$ cat config.mk
export PLATFORM = sky130hd
export DESIGN_NAME = tri_draw_top
export DESIGN_NICKNAME = d
export VERILOG_FILES = /design/src/tri_pkg.sv /design/src/tri_raster.sv /design/src/pix_write_queue.sv /design/src/framebuffer.sv /design/src/display_timing.sv /design/src/tri_draw_top.sv
export VERILOG_INCLUDE_DIRS = /design/src /design/src/include
export SDC_FILE = /design/constraint.sdc
export NUM_CORES = 2
export LEC_CHECK = 0
export CELL_PAD_IN_SITES_DETAIL_PLACEMENT = 1
export CELL_PAD_IN_SITES_GLOBAL_PLACEMENT = 1
export CORE_ASPECT_RATIO = 1.25
export CORE_MARGIN = 5
export CORE_UTILIZATION = 40
export CTS_BUF_LIST = sky130_fd_sc_hd__clkbuf_8
export DETAILED_ROUTE_END_ITERATION = 8
export DONT_BUFFER_PORTS = 1
export GPL_TIMING_DRIVEN = 0
export PLACE_DENSITY_LB_ADDON = 0.1
export SKIP_CTS_REPAIR_TIMING = 1
export SYNTH_ARGS = -nofsm -noshare
export SYNTH_HDL_FRONTEND = slang
export SYNTH_SLANG_ARGS = --single-unit
$ cat constraint.sdc
create_clock -name clk_pix -period 13.5 [get_ports clk_pix]
set_clock_uncertainty 0.2 [all_clocks]
set_input_delay 2.7 -clock clk_pix [delete_from_list [all_inputs] [get_ports clk_pix]]
set_output_delay 2.7 -clock clk_pix [all_outputs]
set_load 0.1 [all_outputs]
$ cat src/include/tri_cfg.svh
// ========================================
// triangle drawing configuration
// framebuffer size, display timing, coordinate width, queue depth
// ========================================

`ifndef TRI_CFG_SVH
`define TRI_CFG_SVH

// framebuffer in pixels
`define TRI_FB_W 32
`define TRI_FB_H 20

// horizontal timing in clocks, 48 per line
`define TRI_H_ACTIVE 32
`define TRI_H_FRONT  4
`define TRI_H_SYNC   4
`define TRI_H_BACK   8

// vertical timing in lines, 26 per frame
`define TRI_V_ACTIVE 20
`define TRI_V_FRONT  2
`define TRI_V_SYNC   2
`define TRI_V_BACK   2

// signed coordinate width
`define TRI_CORDW 8

// write queue depth, also the starting credit count
`define TRI_Q_DEPTH 8

`endif

$ cat src/tri_pkg.sv
// ========================================
// triangle drawing types
// coordinates, opcodes, raster states and the colour palette
// ========================================

`include "tri_cfg.svh"

package tri_pkg;

    typedef logic signed [`TRI_CORDW-1:0] coord_t;  // screen coordinate
    typedef logic [3:0] cidx_t;                      // colour index

    typedef enum logic {
        CMD_CLEAR,
        CMD_TRIANGLE
    } cmd_op_t;

    typedef enum logic [1:0] {
        RS_IDLE,
        RS_SETUP,
        RS_SCAN,
        RS_DRAIN
    } raster_state_t;

    typedef struct packed {
        logic [3:0] r;
        logic [3:0] g;
        logic [3:0] b;
    } rgb_t;

    // 16 colour lookup, index 0 is black
    localparam rgb_t PALETTE [16] = '{
        12'h000, 12'h236, 12'h725, 12'h085,
        12'hA53, 12'h555, 12'hCCC, 12'hFFE,
        12'hF04, 12'hFA0, 12'hFE2, 12'h0E3,
        12'h2AF, 12'h879, 12'hF7A, 12'hFCA
    };

endpackage

$ cat src/tri_raster.sv
// ========================================
// triangle rasteriser
// scans the clipped bounding box, edge test per pixel, credit-paced writes
// ========================================

`include "tri_cfg.svh"

module tri_raster (
    input  logic             clk_pix,
    input  logic             reset,
    input  logic             cmd_valid,
    output logic             cmd_ready,
    input  tri_pkg::cmd_op_t cmd_op,
    input  tri_pkg::coord_t  cmd_x0,
    input  tri_pkg::coord_t  cmd_y0,
    input  tri_pkg::coord_t  cmd_x1,
    input  tri_pkg::coord_t  cmd_y1,
    input  tri_pkg::coord_t  cmd_x2,
    input  tri_pkg::coord_t  cmd_y2,
    input  tri_pkg::cidx_t   cmd_cidx,
    output logic             wr_valid,
    output tri_pkg::coord_t  wr_x,
    output tri_pkg::coord_t  wr_y,
    output tri_pkg::cidx_t   wr_cidx,
    input  logic             credit_return,
    output logic             busy
);

    localparam int EW = 2 * `TRI_CORDW + 4;            // edge function width
    localparam int CW = $clog2(`TRI_Q_DEPTH + 1);      // credit counter width
    localparam logic [CW-1:0] CRED_FULL = CW'(`TRI_Q_DEPTH);
    localparam tri_pkg::coord_t X_LAST = `TRI_FB_W - 1;
    localparam tri_pkg::coord_t Y_LAST = `TRI_FB_H - 1;

    tri_pkg::raster_state_t state;
    tri_pkg::cmd_op_t op;
    tri_pkg::coord_t vx0, vy0, vx1, vy1, vx2, vy2;   // latched vertices
    tri_pkg::cidx_t cidx;
    logic signed [`TRI_CORDW:0] dx0, dy0, dx1, dy1, dx2, dy2;  // edge deltas
    tri_pkg::coord_t x_lo, x_hi, y_hi;                // registered box
    tri_pkg::coord_t bx_min, bx_max, by_min, by_max;  // box from vertices
    tri_pkg::coord_t px, py;                          // scan position
    logic [CW-1:0] credits;
    logic signed [EW-1:0] e0, e1, e2;
    logic box_empty;
    logic hit;
    logic can_step;
    logic wr_fire;

    function automatic tri_pkg::coord_t min3(
        input tri_pkg::coord_t a,
        input tri_pkg::coord_t b,
        input tri_pkg::coord_t c
    );
        tri_pkg::coord_t m;
        m = (a < b) ? a : b;
        return (m < c) ? m : c;
    endfunction

    function automatic tri_pkg::coord_t max3(
        input tri_pkg::coord_t a,
        input tri_pkg::coord_t b,
        input tri_pkg::coord_t c
    );
        tri_pkg::coord_t m;
        m = (a > b) ? a : b;
        return (m > c) ? m : c;
    endfunction

    // cross product of edge direction with vector to the pixel
    function automatic logic signed [EW-1:0] edge_val(
        input logic signed [`TRI_CORDW:0] ex,
        input logic signed [`TRI_CORDW:0] ey,
        input tri_pkg::coord_t ax,
        input tri_pkg::coord_t ay,
        input tri_pkg::coord_t ox,
        input tri_pkg::coord_t oy
    );
        logic signed [EW-1:0] rx;
        logic signed [EW-1:0] ry;
        rx = ax - ox;
        ry = ay - oy;
        return ex * ry - ey * rx;
    endfunction

    always_comb begin
        if (op == tri_pkg::CMD_CLEAR) begin  // whole buffer
            bx_min = '0;
            bx_max = X_LAST;
            by_min = '0;
            by_max = Y_LAST;
        end else begin
            bx_min = min3(vx0, vx1, vx2);
            bx_max = max3(vx0, vx1, vx2);
            by_min = min3(vy0, vy1, vy2);
            by_max = max3(vy0, vy1, vy2);
            if (bx_min < 0) bx_min = '0;  // clip to framebuffer
            if (by_min < 0) by_min = '0;
            if (bx_max > X_LAST) bx_max = X_LAST;
            if (by_max > Y_LAST) by_max = Y_LAST;
        end
    end

    assign box_empty = (bx_min > bx_max) || (by_min > by_max);

    assign e0 = edge_val(dx0, dy0, px, py, vx0, vy0);
    assign e1 = edge_val(dx1, dy1, px, py, vx1, vy1);
    assign e2 = edge_val(dx2, dy2, px, py, vx2, vy2);

    // inclusive edges, either winding
    assign hit = (op == tri_pkg::CMD_CLEAR)
              || (e0 >= 0 && e1 >= 0 && e2 >= 0)
              || (e0 <= 0 && e1 <= 0 && e2 <= 0);

    assign can_step = (state == tri_pkg::RS_SCAN) && (credits != '0);
    assign wr_fire  = can_step && hit;

    assign wr_valid  = wr_fire;
    assign wr_x      = px;
    assign wr_y      = py;
    assign wr_cidx   = cidx;
    assign cmd_ready = (state == tri_pkg::RS_IDLE);
    assign busy      = (state != tri_pkg::RS_IDLE);

    always_ff @(posedge clk_pix) begin
        if (reset) begin
            state   <= tri_pkg::RS_IDLE;
            credits <= CRED_FULL;
        end else begin
            credits <= credits - CW'(wr_fire) + CW'(credit_return);
            case (state)
                tri_pkg::RS_IDLE: begin
                    if (cmd_valid) state <= tri_pkg::RS_SETUP;
                end
                tri_pkg::RS_SETUP: begin
                    state <= box_empty ? tri_pkg::RS_DRAIN : tri_pkg::RS_SCAN;
                end
                tri_pkg::RS_SCAN: begin
                    if (can_step && px == x_hi && py == y_hi) state <= tri_pkg::RS_DRAIN;
                end
                tri_pkg::RS_DRAIN: begin
                    if (credits == CRED_FULL) state <= tri_pkg::RS_IDLE;  // all writes landed
                end
                default: state <= tri_pkg::RS_IDLE;
            endcase
        end
    end

    always_ff @(posedge clk_pix) begin
        if (state == tri_pkg::RS_IDLE && cmd_valid) begin
            op   <= cmd_op;
            vx0  <= cmd_x0;
            vy0  <= cmd_y0;
            vx1  <= cmd_x1;
            vy1  <= cmd_y1;
            vx2  <= cmd_x2;
            vy2  <= cmd_y2;
            cidx <= cmd_cidx;
        end
        if (state == tri_pkg::RS_SETUP) begin
            dx0  <= vx1 - vx0;
            dy0  <= vy1 - vy0;
            dx1  <= vx2 - vx1;
            dy1  <= vy2 - vy1;
            dx2  <= vx0 - vx2;
            dy2  <= vy0 - vy2;
            x_lo <= bx_min;
            x_hi <= bx_max;
            y_hi <= by_max;
            px   <= bx_min;
            py   <= by_min;
        end
        if (can_step) begin  // row-major walk
            if (px == x_hi) begin
                px <= x_lo;
                py <= py + 1'b1;
            end else begin
                px <= px + 1'b1;
            end
        end
    end

endmodule

$ cat src/pix_write_queue.sv
// ========================================
// pixel write queue
// FIFO of pending writes, one credit back per pop
// ========================================

`include "tri_cfg.svh"

module pix_write_queue (
    input  logic            clk_pix,
    input  logic            reset,
    input  logic            wr_valid,
    input  tri_pkg::coord_t wr_x,
    input  tri_pkg::coord_t wr_y,
    input  tri_pkg::cidx_t  wr_cidx,
    output logic            credit_return,
    output logic            q_valid,
    output tri_pkg::coord_t q_x,
    output tri_pkg::coord_t q_y,
    output tri_pkg::cidx_t  q_cidx,
    input  logic            q_pop
);

    localparam int DEPTH = `TRI_Q_DEPTH;
    localparam int PW    = $clog2(DEPTH);
    localparam int CW    = $clog2(DEPTH + 1);
    localparam int DW    = 2 * `TRI_CORDW + 4;  // x, y and colour index

    logic [DW-1:0] mem [DEPTH];
    logic [PW-1:0] wr_ptr, rd_ptr;
    logic [CW-1:0] count;
    logic pop;

    function automatic logic [PW-1:0] ptr_inc(input logic [PW-1:0] p);
        return (p == PW'(DEPTH - 1)) ? '0 : p + 1'b1;
    endfunction

    assign q_valid       = (count != '0);
    assign pop           = q_pop && q_valid;
    assign credit_return = pop;  // producer gets the slot back
    assign {q_x, q_y, q_cidx} = mem[rd_ptr];

    always_ff @(posedge clk_pix) begin
        if (wr_valid) mem[wr_ptr] <= {wr_x, wr_y, wr_cidx};
    end

    // credits keep the producer from pushing into a full queue
    always_ff @(posedge clk_pix) begin
        if (reset) begin
            wr_ptr <= '0;
            rd_ptr <= '0;
            count  <= '0;
        end else begin
            if (wr_valid) wr_ptr <= ptr_inc(wr_ptr);
            if (pop) rd_ptr <= ptr_inc(rd_ptr);
            count <= count + CW'(wr_valid) - CW'(pop);
        end
    end

endmodule

$ cat src/framebuffer.sv
// ========================================
// colour index framebuffer
// writes queued pixels in blanking, scans out through the palette
// ========================================

`include "tri_cfg.svh"

module framebuffer (
    input  logic            clk_pix,
    input  logic            reset,
    input  tri_pkg::coord_t sx,
    input  tri_pkg::coord_t sy,
    input  logic            de,
    input  logic            hsync,
    input  logic            vsync,
    input  logic            q_valid,
    input  tri_pkg::coord_t q_x,
    input  tri_pkg::coord_t q_y,
    input  tri_pkg::cidx_t  q_cidx,
    output logic            q_pop,
    output logic [3:0]      r,
    output logic [3:0]      g,
    output logic [3:0]      b,
    output logic            hsync_out,
    output logic            vsync_out,
    output logic            de_out
);

    localparam int PIXELS = `TRI_FB_W * `TRI_FB_H;
    localparam int AW     = $clog2(PIXELS);
    localparam logic [AW-1:0] ROW = AW'(`TRI_FB_W);

    tri_pkg::cidx_t mem [PIXELS];  // undefined until first clear
    tri_pkg::cidx_t rd_cidx;
    tri_pkg::rgb_t  pix_rgb;
    logic [AW-1:0]  wr_addr, rd_addr;

    assign wr_addr = AW'(q_y) * ROW + AW'(q_x);
    assign rd_addr = AW'(sy) * ROW + AW'(sx);

    // scanout owns the memory in active video
    assign q_pop = q_valid && !de;

    always_ff @(posedge clk_pix) begin
        if (q_pop) mem[wr_addr] <= q_cidx;
        if (de) rd_cidx <= mem[rd_addr];  // 1 cycle read
    end

    // delay syncs to line up with the read
    always_ff @(posedge clk_pix) begin
        if (reset) begin
            hsync_out <= 1'b0;
            vsync_out <= 1'b0;
            de_out    <= 1'b0;
        end else begin
            hsync_out <= hsync;
            vsync_out <= vsync;
            de_out    <= de;
        end
    end

    assign pix_rgb = tri_pkg::PALETTE[rd_cidx];

    // black outside active video
    assign r = de_out ? pix_rgb.r : 4'h0;
    assign g = de_out ? pix_rgb.g : 4'h0;
    assign b = de_out ? pix_rgb.b : 4'h0;

endmodule

$ cat src/display_timing.sv
// ========================================
// display timing
// line and frame counters with sync, data enable and frame start
// ========================================

`include "tri_cfg.svh"

module display_timing (
    input  logic            clk_pix,
    input  logic            reset,
    output tri_pkg::coord_t sx,
    output tri_pkg::coord_t sy,
    output logic            hsync,
    output logic            vsync,
    output logic            de,
    output logic            frame
);

    localparam int H_SYNC_S = `TRI_H_ACTIVE + `TRI_H_FRONT;
    localparam int H_SYNC_E = H_SYNC_S + `TRI_H_SYNC;
    localparam int H_LAST   = H_SYNC_E + `TRI_H_BACK - 1;
    localparam int V_SYNC_S = `TRI_V_ACTIVE + `TRI_V_FRONT;
    localparam int V_SYNC_E = V_SYNC_S + `TRI_V_SYNC;
    localparam int V_LAST   = V_SYNC_E + `TRI_V_BACK - 1;

    always_ff @(posedge clk_pix) begin
        if (reset) begin
            sx <= '0;
            sy <= '0;
        end else if (sx == H_LAST) begin  // end of line
            sx <= '0;
            sy <= (sy == V_LAST) ? '0 : sy + 1'b1;
        end else begin
            sx <= sx + 1'b1;
        end
    end

    // syncs active high
    assign hsync = (sx >= H_SYNC_S) && (sx < H_SYNC_E);
    assign vsync = (sy >= V_SYNC_S) && (sy < V_SYNC_E);
    assign de    = (sx < `TRI_H_ACTIVE) && (sy < `TRI_V_ACTIVE);
    assign frame = (sx == 0) && (sy == 0);

endmodule

$ cat src/tri_draw_top.sv
// ========================================
// triangle drawing subsystem
// rasteriser, write queue, framebuffer and scanout on one clock
// ========================================

module tri_draw_top (
    input  logic             clk_pix,
    input  logic             reset,
    input  logic             cmd_valid,
    output logic             cmd_ready,
    input  tri_pkg::cmd_op_t cmd_op,
    input  tri_pkg::coord_t  cmd_x0,
    input  tri_pkg::coord_t  cmd_y0,
    input  tri_pkg::coord_t  cmd_x1,
    input  tri_pkg::coord_t  cmd_y1,
    input  tri_pkg::coord_t  cmd_x2,
    input  tri_pkg::coord_t  cmd_y2,
    input  tri_pkg::cidx_t   cmd_cidx,
    output logic             busy,
    output logic             hsync,
    output logic             vsync,
    output logic             de,
    output logic [3:0]       r,
    output logic [3:0]       g,
    output logic [3:0]       b,
    output logic             frame
);

    logic wr_valid;              // raster to queue
    tri_pkg::coord_t wr_x, wr_y;
    tri_pkg::cidx_t wr_cidx;
    logic credit_return;
    logic q_valid;               // queue to framebuffer
    tri_pkg::coord_t q_x, q_y;
    tri_pkg::cidx_t q_cidx;
    logic q_pop;
    tri_pkg::coord_t sx, sy;     // scan position
    logic t_hsync, t_vsync, t_de;

    tri_raster u_raster (
        .clk_pix, .reset,
        .cmd_valid, .cmd_ready, .cmd_op,
        .cmd_x0, .cmd_y0, .cmd_x1, .cmd_y1, .cmd_x2, .cmd_y2,
        .cmd_cidx,
        .wr_valid, .wr_x, .wr_y, .wr_cidx,
        .credit_return,
        .busy
    );

    pix_write_queue u_queue (
        .clk_pix, .reset,
        .wr_valid, .wr_x, .wr_y, .wr_cidx,
        .credit_return,
        .q_valid, .q_x, .q_y, .q_cidx,
        .q_pop
    );

    framebuffer u_fb (
        .clk_pix, .reset,
        .sx, .sy,
        .de(t_de), .hsync(t_hsync), .vsync(t_vsync),
        .q_valid, .q_x, .q_y, .q_cidx, .q_pop,
        .r, .g, .b,
        .hsync_out(hsync), .vsync_out(vsync), .de_out(de)
    );

    display_timing u_timing (
        .clk_pix, .reset,
        .sx, .sy,
        .hsync(t_hsync), .vsync(t_vsync), .de(t_de),
        .frame
    );

endmodule

### After elaboration in Yosys (flattened, before gate mapping)

Memories as Yosys holds them, arrays and structs flattened. A register that Yosys moved wholly into a read port is not among the register bits.
Index checks and enable logic that the tools add are counted.

* $add $sub $neg: 27
* $mul: 6
* divide/modulo/power cells: 0
* order comparisons: 27
* equality and inequality tests: 13
* shift-type cells: 0
* muxes and demuxes: 41
* bitwise operators: 2
* reductions and logical operators: 28

Operators with widths (count)
* 8-bit two-way mux: 23
* 9-bit by 9-bit multiplier with 18-bit output: 6
* 8-bit by 8-bit subtractor with 9-bit output: 12
* 32-bit logical NOT: 2
* 20-bit by 1-bit greater-or-equal comparator with 1-bit output (second input constant): 3
* 20-bit by 1-bit less-or-equal comparator with 1-bit output (second input constant): 3
* 20-bit subtractor: 3
* 8-bit > comparator: 6
* 8-bit by 1-bit adder with 8-bit output (second input constant): 4
* 8-bit < comparator: 4
* 12-bit two-way mux: 2
* 10-bit adder: 2
* 8-bit == test: 2
* 8-bit by 6-bit > comparator with 1-bit output (second input constant): 2
* 8-bit by 1-bit < comparator with 1-bit output (second input constant): 2
* 8-bit by 6-bit < comparator with 1-bit output (second input constant): 2
* 8-bit by 7-bit < comparator with 1-bit output (second input constant): 2
* 1-bit logical AND: 15
* 3-bit two-way mux: 4
* 4-bit two-way mux: 3
* 4-bit by 1-bit adder with 4-bit output: 2
* 8-bit by 6-bit == test with 1-bit output (second input constant): 1
* 8-bit by 7-bit == test with 1-bit output (second input constant): 1
* 8-bit by 6-bit greater-or-equal comparator with 1-bit output (second input constant): 1
* 22 further kinds: 37

* bits in registers: 182
* bits in latches: 0
* bits in writable memories: 2720
* ROM bits: 192
* bits of input ports: 56
* output and inout bits: 18
* logic and storage cells: 176
* memories kept: 3

Memories
* u_fb.mem: depth 640, bits a word 4, read ports 1, clocked after memory_dff 1, write ports 1, line framebuffer.sv:33 `tri_pkg::cidx_t mem [PIXELS];`
* (no name shown): depth 16, bits a word 12, read ports 1, clocked after memory_dff 0, write ports 0, line framebuffer.sv:62 `assign pix_rgb = tri_pkg::PALETTE[rd_cidx];`
* u_queue.mem: depth 8, bits a word 20, read ports 1, clocked after memory_dff 1, write ports 1, line pix_write_queue.sv:28 `logic [DW-1:0] mem [DEPTH];`

### Logic depth before layout (Yosys ltp)

* depth in word-level cells: 11
* mapped depth: 50
* mapped depth without buffers: 48

### Modules after synthesis

A second synthesis with hierarchy kept.

* cells, all modules: 8705
* area, all modules: 141792.2 µm²

By module, submodules not included
* framebuffer: instances 1, cells each 5137, area an instance 102454.5 µm², seq. area each 77053.9 µm²
* tri_raster: instances 1, cells each 3157, area an instance 31620.3 µm², seq. area each 4424.2 µm²
* pix_write_queue: instances 1, cells each 307, area an instance 6821.5 µm², seq. area each 5064.9 µm²
* display_timing: instances 1, cells each 104, area an instance 895.9 µm², seq. area each 320.3 µm²

### Worst setup path before layout

Ideal clock, no wire load.

* path type: flip-flop to flip-flop
* from: reg u_raster.px[0] (netlist: u_raster.wr_x[0])
* to: mem u_queue.mem[1][0] (netlist name), enable pin
* setup time: 441 ps
* arrival: 10364 ps
* required time: 12859 ps
* path slack: 2495 ps
* cell stages (with the launch flop): 41
* buffers on the path: 1
* clock period less this slack: 11005 ps
* cell sequence: edfxtp_1 > inv_1 > ha_1 > fa_1 > nor2b_1 > o21ai_0 > nand2b_1 > a21o_1 > a21o_1 > a2111oi_0 > a21oi_1 > or2_2 > fa_1 > fa_1 > inv_1 > fa_1 > inv_1 > fa_1 > [... 5 more ...] > a21oi_1 > o21ai_0 > a21oi_1 > o22ai_1 > nor2_1 > xor2_1 > ha_1 > inv_1 > o311a_1 > o221ai_1 > a2111oi_0 > o2111ai_1 > a2111oi_2 > a31oi_1 > nor4b_4 > a21oi_1 > buf_2 > nor4b_1

* cells in the longest elaborated chain, start to end: 11
* elaborated cells on any way between the ends: 24
* those cells by class: add/sub: 6; mul: 3; order compare: 6; mux: 2; reduce/logical: 7

RTL lines
* from (decl): line tri_raster.sv:42 `tri_pkg::coord_t px, py;`
* from (signal assigned): line tri_raster.sv:170 `px <= bx_min;`
* from (signal assigned): line tri_raster.sv:175 `px <= x_lo;`
* from (signal assigned): line tri_raster.sv:178 `px <= px + 1'b1;`
* 8-bit by 8-bit subtractor with 9-bit output: line tri_raster.sv:81 `rx = ax - ox;`
* 9-bit by 9-bit multiplier with 18-bit output: line tri_raster.sv:83 `return ex * ry - ey * rx;`
* 20-bit subtractor: line tri_raster.sv:83
* 20-bit by 1-bit greater-or-equal comparator with 1-bit output: line tri_raster.sv:112 `|| (e0 >= 0 && e1 >= 0 && e2 >= 0)`
* 1-bit logical AND (2 in series): line tri_raster.sv:112
* 1-bit logical OR: line tri_raster.sv:112
* 1-bit logical OR *: line tri_raster.sv:113 `|| (e0 <= 0 && e1 <= 0 && e2 <= 0);`
* 1-bit logical AND *: line tri_raster.sv:116 `assign wr_fire = can_step && hit;`
* 1-bit two-way mux *: line pix_write_queue.sv:43 `if (wr_valid) mem[wr_ptr] <= {wr_x, wr_y, wr_cidx};`
* 1-bit two-way mux (implied by the code) *: line pix_write_queue.sv:43
* to (decl): line pix_write_queue.sv:28

Mark *: on every way between the ends. The rest lies on a longest branch, timed or not.

### Worst setup path after layout

* from: reg u_raster.py[2] (netlist: u_raster.wr_y[2])
* to: mem u_queue.mem[0][1] (netlist name), enable pin

* cells in the longest elaborated chain, start to end: 11
* elaborated cells on any way between the ends: 24
* those cells by class: add/sub: 6; mul: 3; order compare: 6; mux: 2; reduce/logical: 7

RTL lines
* from (decl): line tri_raster.sv:42
* from (signal assigned): line tri_raster.sv:171 `py <= by_min;`
* from (signal assigned): line tri_raster.sv:176 `py <= py + 1'b1;`
* 8-bit by 8-bit subtractor with 9-bit output: line tri_raster.sv:82 `ry = ay - oy;`
* 9-bit by 9-bit multiplier with 18-bit output: line tri_raster.sv:83
* 20-bit subtractor: line tri_raster.sv:83
* 20-bit by 1-bit greater-or-equal comparator with 1-bit output: line tri_raster.sv:112
* 1-bit logical AND (2 in series): line tri_raster.sv:112
* 1-bit logical OR: line tri_raster.sv:112
* 1-bit logical OR *: line tri_raster.sv:113
* 1-bit logical AND *: line tri_raster.sv:116
* 1-bit two-way mux *: line pix_write_queue.sv:43
* 1-bit two-way mux (implied by the code) *: line pix_write_queue.sv:43

Marks and branches as above.

==> run metrics <==
CTS H-tree lvls 5; mux share of post-synthesis cell area 0.147; hold_ws 0.302 ns; # DRC 0; Layout Nets 9889; WP data required 14.06 ns; Max Fclk 77.8 MHz; total die area 0.361 sq mm; total grt overflow 0; status finished with violations; Final WS setup 0.652 ns; # placed instances 13100; first-pass GRT wire length 643000 um; commonest non-fill, non-tap cell in the layout edfxtp_1; Yosys warnings 0; met3 usage 0.0389; fraction of layout cells with a size suffix above 1 0.194; Global Route Usage Sum 0.249; post-synthesis compound-gate area fraction 0.0268; Core ar. 0.348 sq mm; largest net degree at the start of global routing 161; Post-Layout Cell Count 14000; path category of the worst min-delay check flop to flop; vias 78100; fill cell count 34000; register area 0.0861 sq mm; CP startpoint kind flop; initial core utilization 0.401; fin. max-slew vios 33; commonest non-fill, non-tap cells in the layout 2838 x edfxtp_1, 878 x mux4_2, 875 x inv_1; CTS tree built; slowest stage cell, crit path dfxtp_1; CP dominant cell by count inv_1; Worst Reg-to-Reg Cells 40; Clock Path Buffers 4; simple-gate area share of the yosys netlist 0.0600; max incr delay on CP 1.09 ns; Primary FF master, synth edfxtp_1; cell count after synthesis 8408; Port Buffers 0; Initial DRT Pass Iterations 6; Post-synth EDFFs 2838; initial antenna violation count 28; Tmin final 12.85 ns; synth-to-layout area growth 11.5%; Multi-input gate area 0.0494 sq mm; Mapped Area 0.140 sq mm; Max-Cap Viols 3; Vias/cell 5.60; hpwl dp 331000 um; # rows 242; Worst Setup End Kind flop; IO Pins 74; Least-Margin Pin Slew 1.57 ns; WL final 455000 um; pre-CTS setup slack -0.201 ns; final cycle utilization of the critical path 0.952; worst hold stages 2; Die Span Y 670 um; Synth cell types 84; Max-slew headroom -0.0453; clk_lat worst skew 1.15 ns; worst path arrival time 13.41 ns; chip width 538 um; root buffer cell clkbuf_8; Yosys reg bits 2884; Critical Path Fanout Max 16; met2 GRT Util 0.455; CTS Sinks 2884; via count of the first global-routing pass 85100; CTS Buf Count 457; ys async rst share 0; RSZ-0062 raised after global routing false; adder-cell share of the synthesized area 0.104; failing checks capacitance limit, slew limit; met1 Usage GRT 0.293; final setup fails 0; main combinational cell family by area after synthesis multiplexers; DR iter-0 viols 6962; mean post-synth cell area 16.6 sq um; xor and xnor area share after synthesis 0.0145; DR WL/cell 32.6 um; Mapped Nets 9366; RePlAce Congestion 0.874; sequential fraction of the synthesis area 0.617; Crit Path Category flop to flop; Antenna Nets Post-Route 0; Most Used Layer, Global Route met2; Reg clk slew, reported paths 0.06 ns; final hold vios 0
critical path, delay by kind of cell, from the launching register on:
kind,cells,cell delay (ns)
compound gates,18,4.80
fa+ha+maj,8,3.55
simple gates,4,1.44
buf+inv,9,1.20
flops,1,1.09
xor+xnor,1,0.26
Yosys cell counts (7+ instances only):
master / number / area share
a21oi_1: 137 / 0.0049
o21a_1: 31 / 0.0017
o2111ai_1: 9 / 0.00056
o31ai_1: 8 / 0.00043
and2_1: 200 / 0.0090
a2111oi_0: 10 / 0.00063
nand4_1: 18 / 0.00081
xor2_1: 83 / 0.0052
a211oi_1: 17 / 0.00091
mux4_2: 878 / 0.14
buf_6: 9 / 0.00073
and3_1: 28 / 0.0013
buf_2: 75 / 0.0027
a21o_1: 55 / 0.0030
nor2b_1: 161 / 0.0072
clkbuf_1: 231 / 0.0062
nand2b_1: 58 / 0.0026
xnor2_1: 148 / 0.0093
o41ai_1: 10 / 0.00063
edfxtp_1: 2838 / 0.61
o211ai_1: 23 / 0.0012
o22ai_1: 7 / 0.00031
buf_1: 42 / 0.0011
inv_1: 720 / 0.019
nand2_1: 314 / 0.0084
nand3_1: 40 / 0.0014
nor4_1: 9 / 0.00040
fa_1: 436 / 0.063
o21ai_0: 148 / 0.0053
nor2_1: 811 / 0.022
a221o_1: 8 / 0.00057
a31oi_1: 13 / 0.00058
or2_2: 46 / 0.0021
or3_1: 14 / 0.00063
a21boi_0: 21 / 0.0011
dfxtp_1: 46 / 0.0066
mux2i_1: 48 / 0.0034
ha_1: 466 / 0.042
nor3_1: 50 / 0.0018
mux2_2: 18 / 0.0015
o21bai_1: 11 / 0.00059
worst paths after layout:
path                startpoint                end  slack, ns
max           u_raster.wr_y[2]  u_queue.mem[0][1]       0.65
min reg2reg  u_queue.rd_ptr[1]  u_queue.rd_ptr[1]       0.30
min          u_queue.rd_ptr[1]  u_queue.rd_ptr[1]       0.30
max reg2reg   u_raster.wr_y[2]  u_queue.mem[0][1]       0.65
cells by family after synthesis:
family / count (synthesis)
AO/OA/AOI/OAI: 573
XOR/XNOR: 231
flip-flops: 2884
AND/OR/NAND/NOR: 1790
buffers and inverters: 1084
adder cells (fa/ha/maj): 902
multiplexers: 944
sequential cells by signal, summed over array words and instances (netlist names), 9 cells and up, named ones only:
signal        cells
u_fb.mem       2560
u_queue.mem     136
u_raster.dx0      9
u_raster.dx1      9
u_raster.dx2      9
u_raster.dy0      9
u_raster.dy1      9
u_raster.dy2      9
layout make-up:
cell class,count,share of cell area
well taps,4636,0.0373
multi-input cells,4440,0.318
clock buffers,460,0.0407
repair buffers,64,0.00802
flip-flops and latches,2884,0.554
inverters,721,0.0174
plain buffers,363,0.0107
clock inverters,371,0.0144
diodes,13,0.000209
metrics by stage:
stage	setup TNS, ns	area [sq um]	utilization
after floorplan	0	140000	-
after global placement	-366.78	145000	0.418
after detailed placement	-2.75	147000	0.423
after CTS	-7.63	155000	0.447
after global routing	0	156000	0.448
final	0	156000	0.448
routing by layer:
layer | vias to the layer above | part of all wire
met4 | 6 | 0.048
met2 | 2650 | 0.53
met5 | - | 0.000081
li1 | 32800 | -
met1 | 41800 | 0.37
met3 | 808 | 0.054
Power is left out: the tool's default activity adds up to more than one toggle a clock period on the data nets, which glitch-free logic cannot reach.
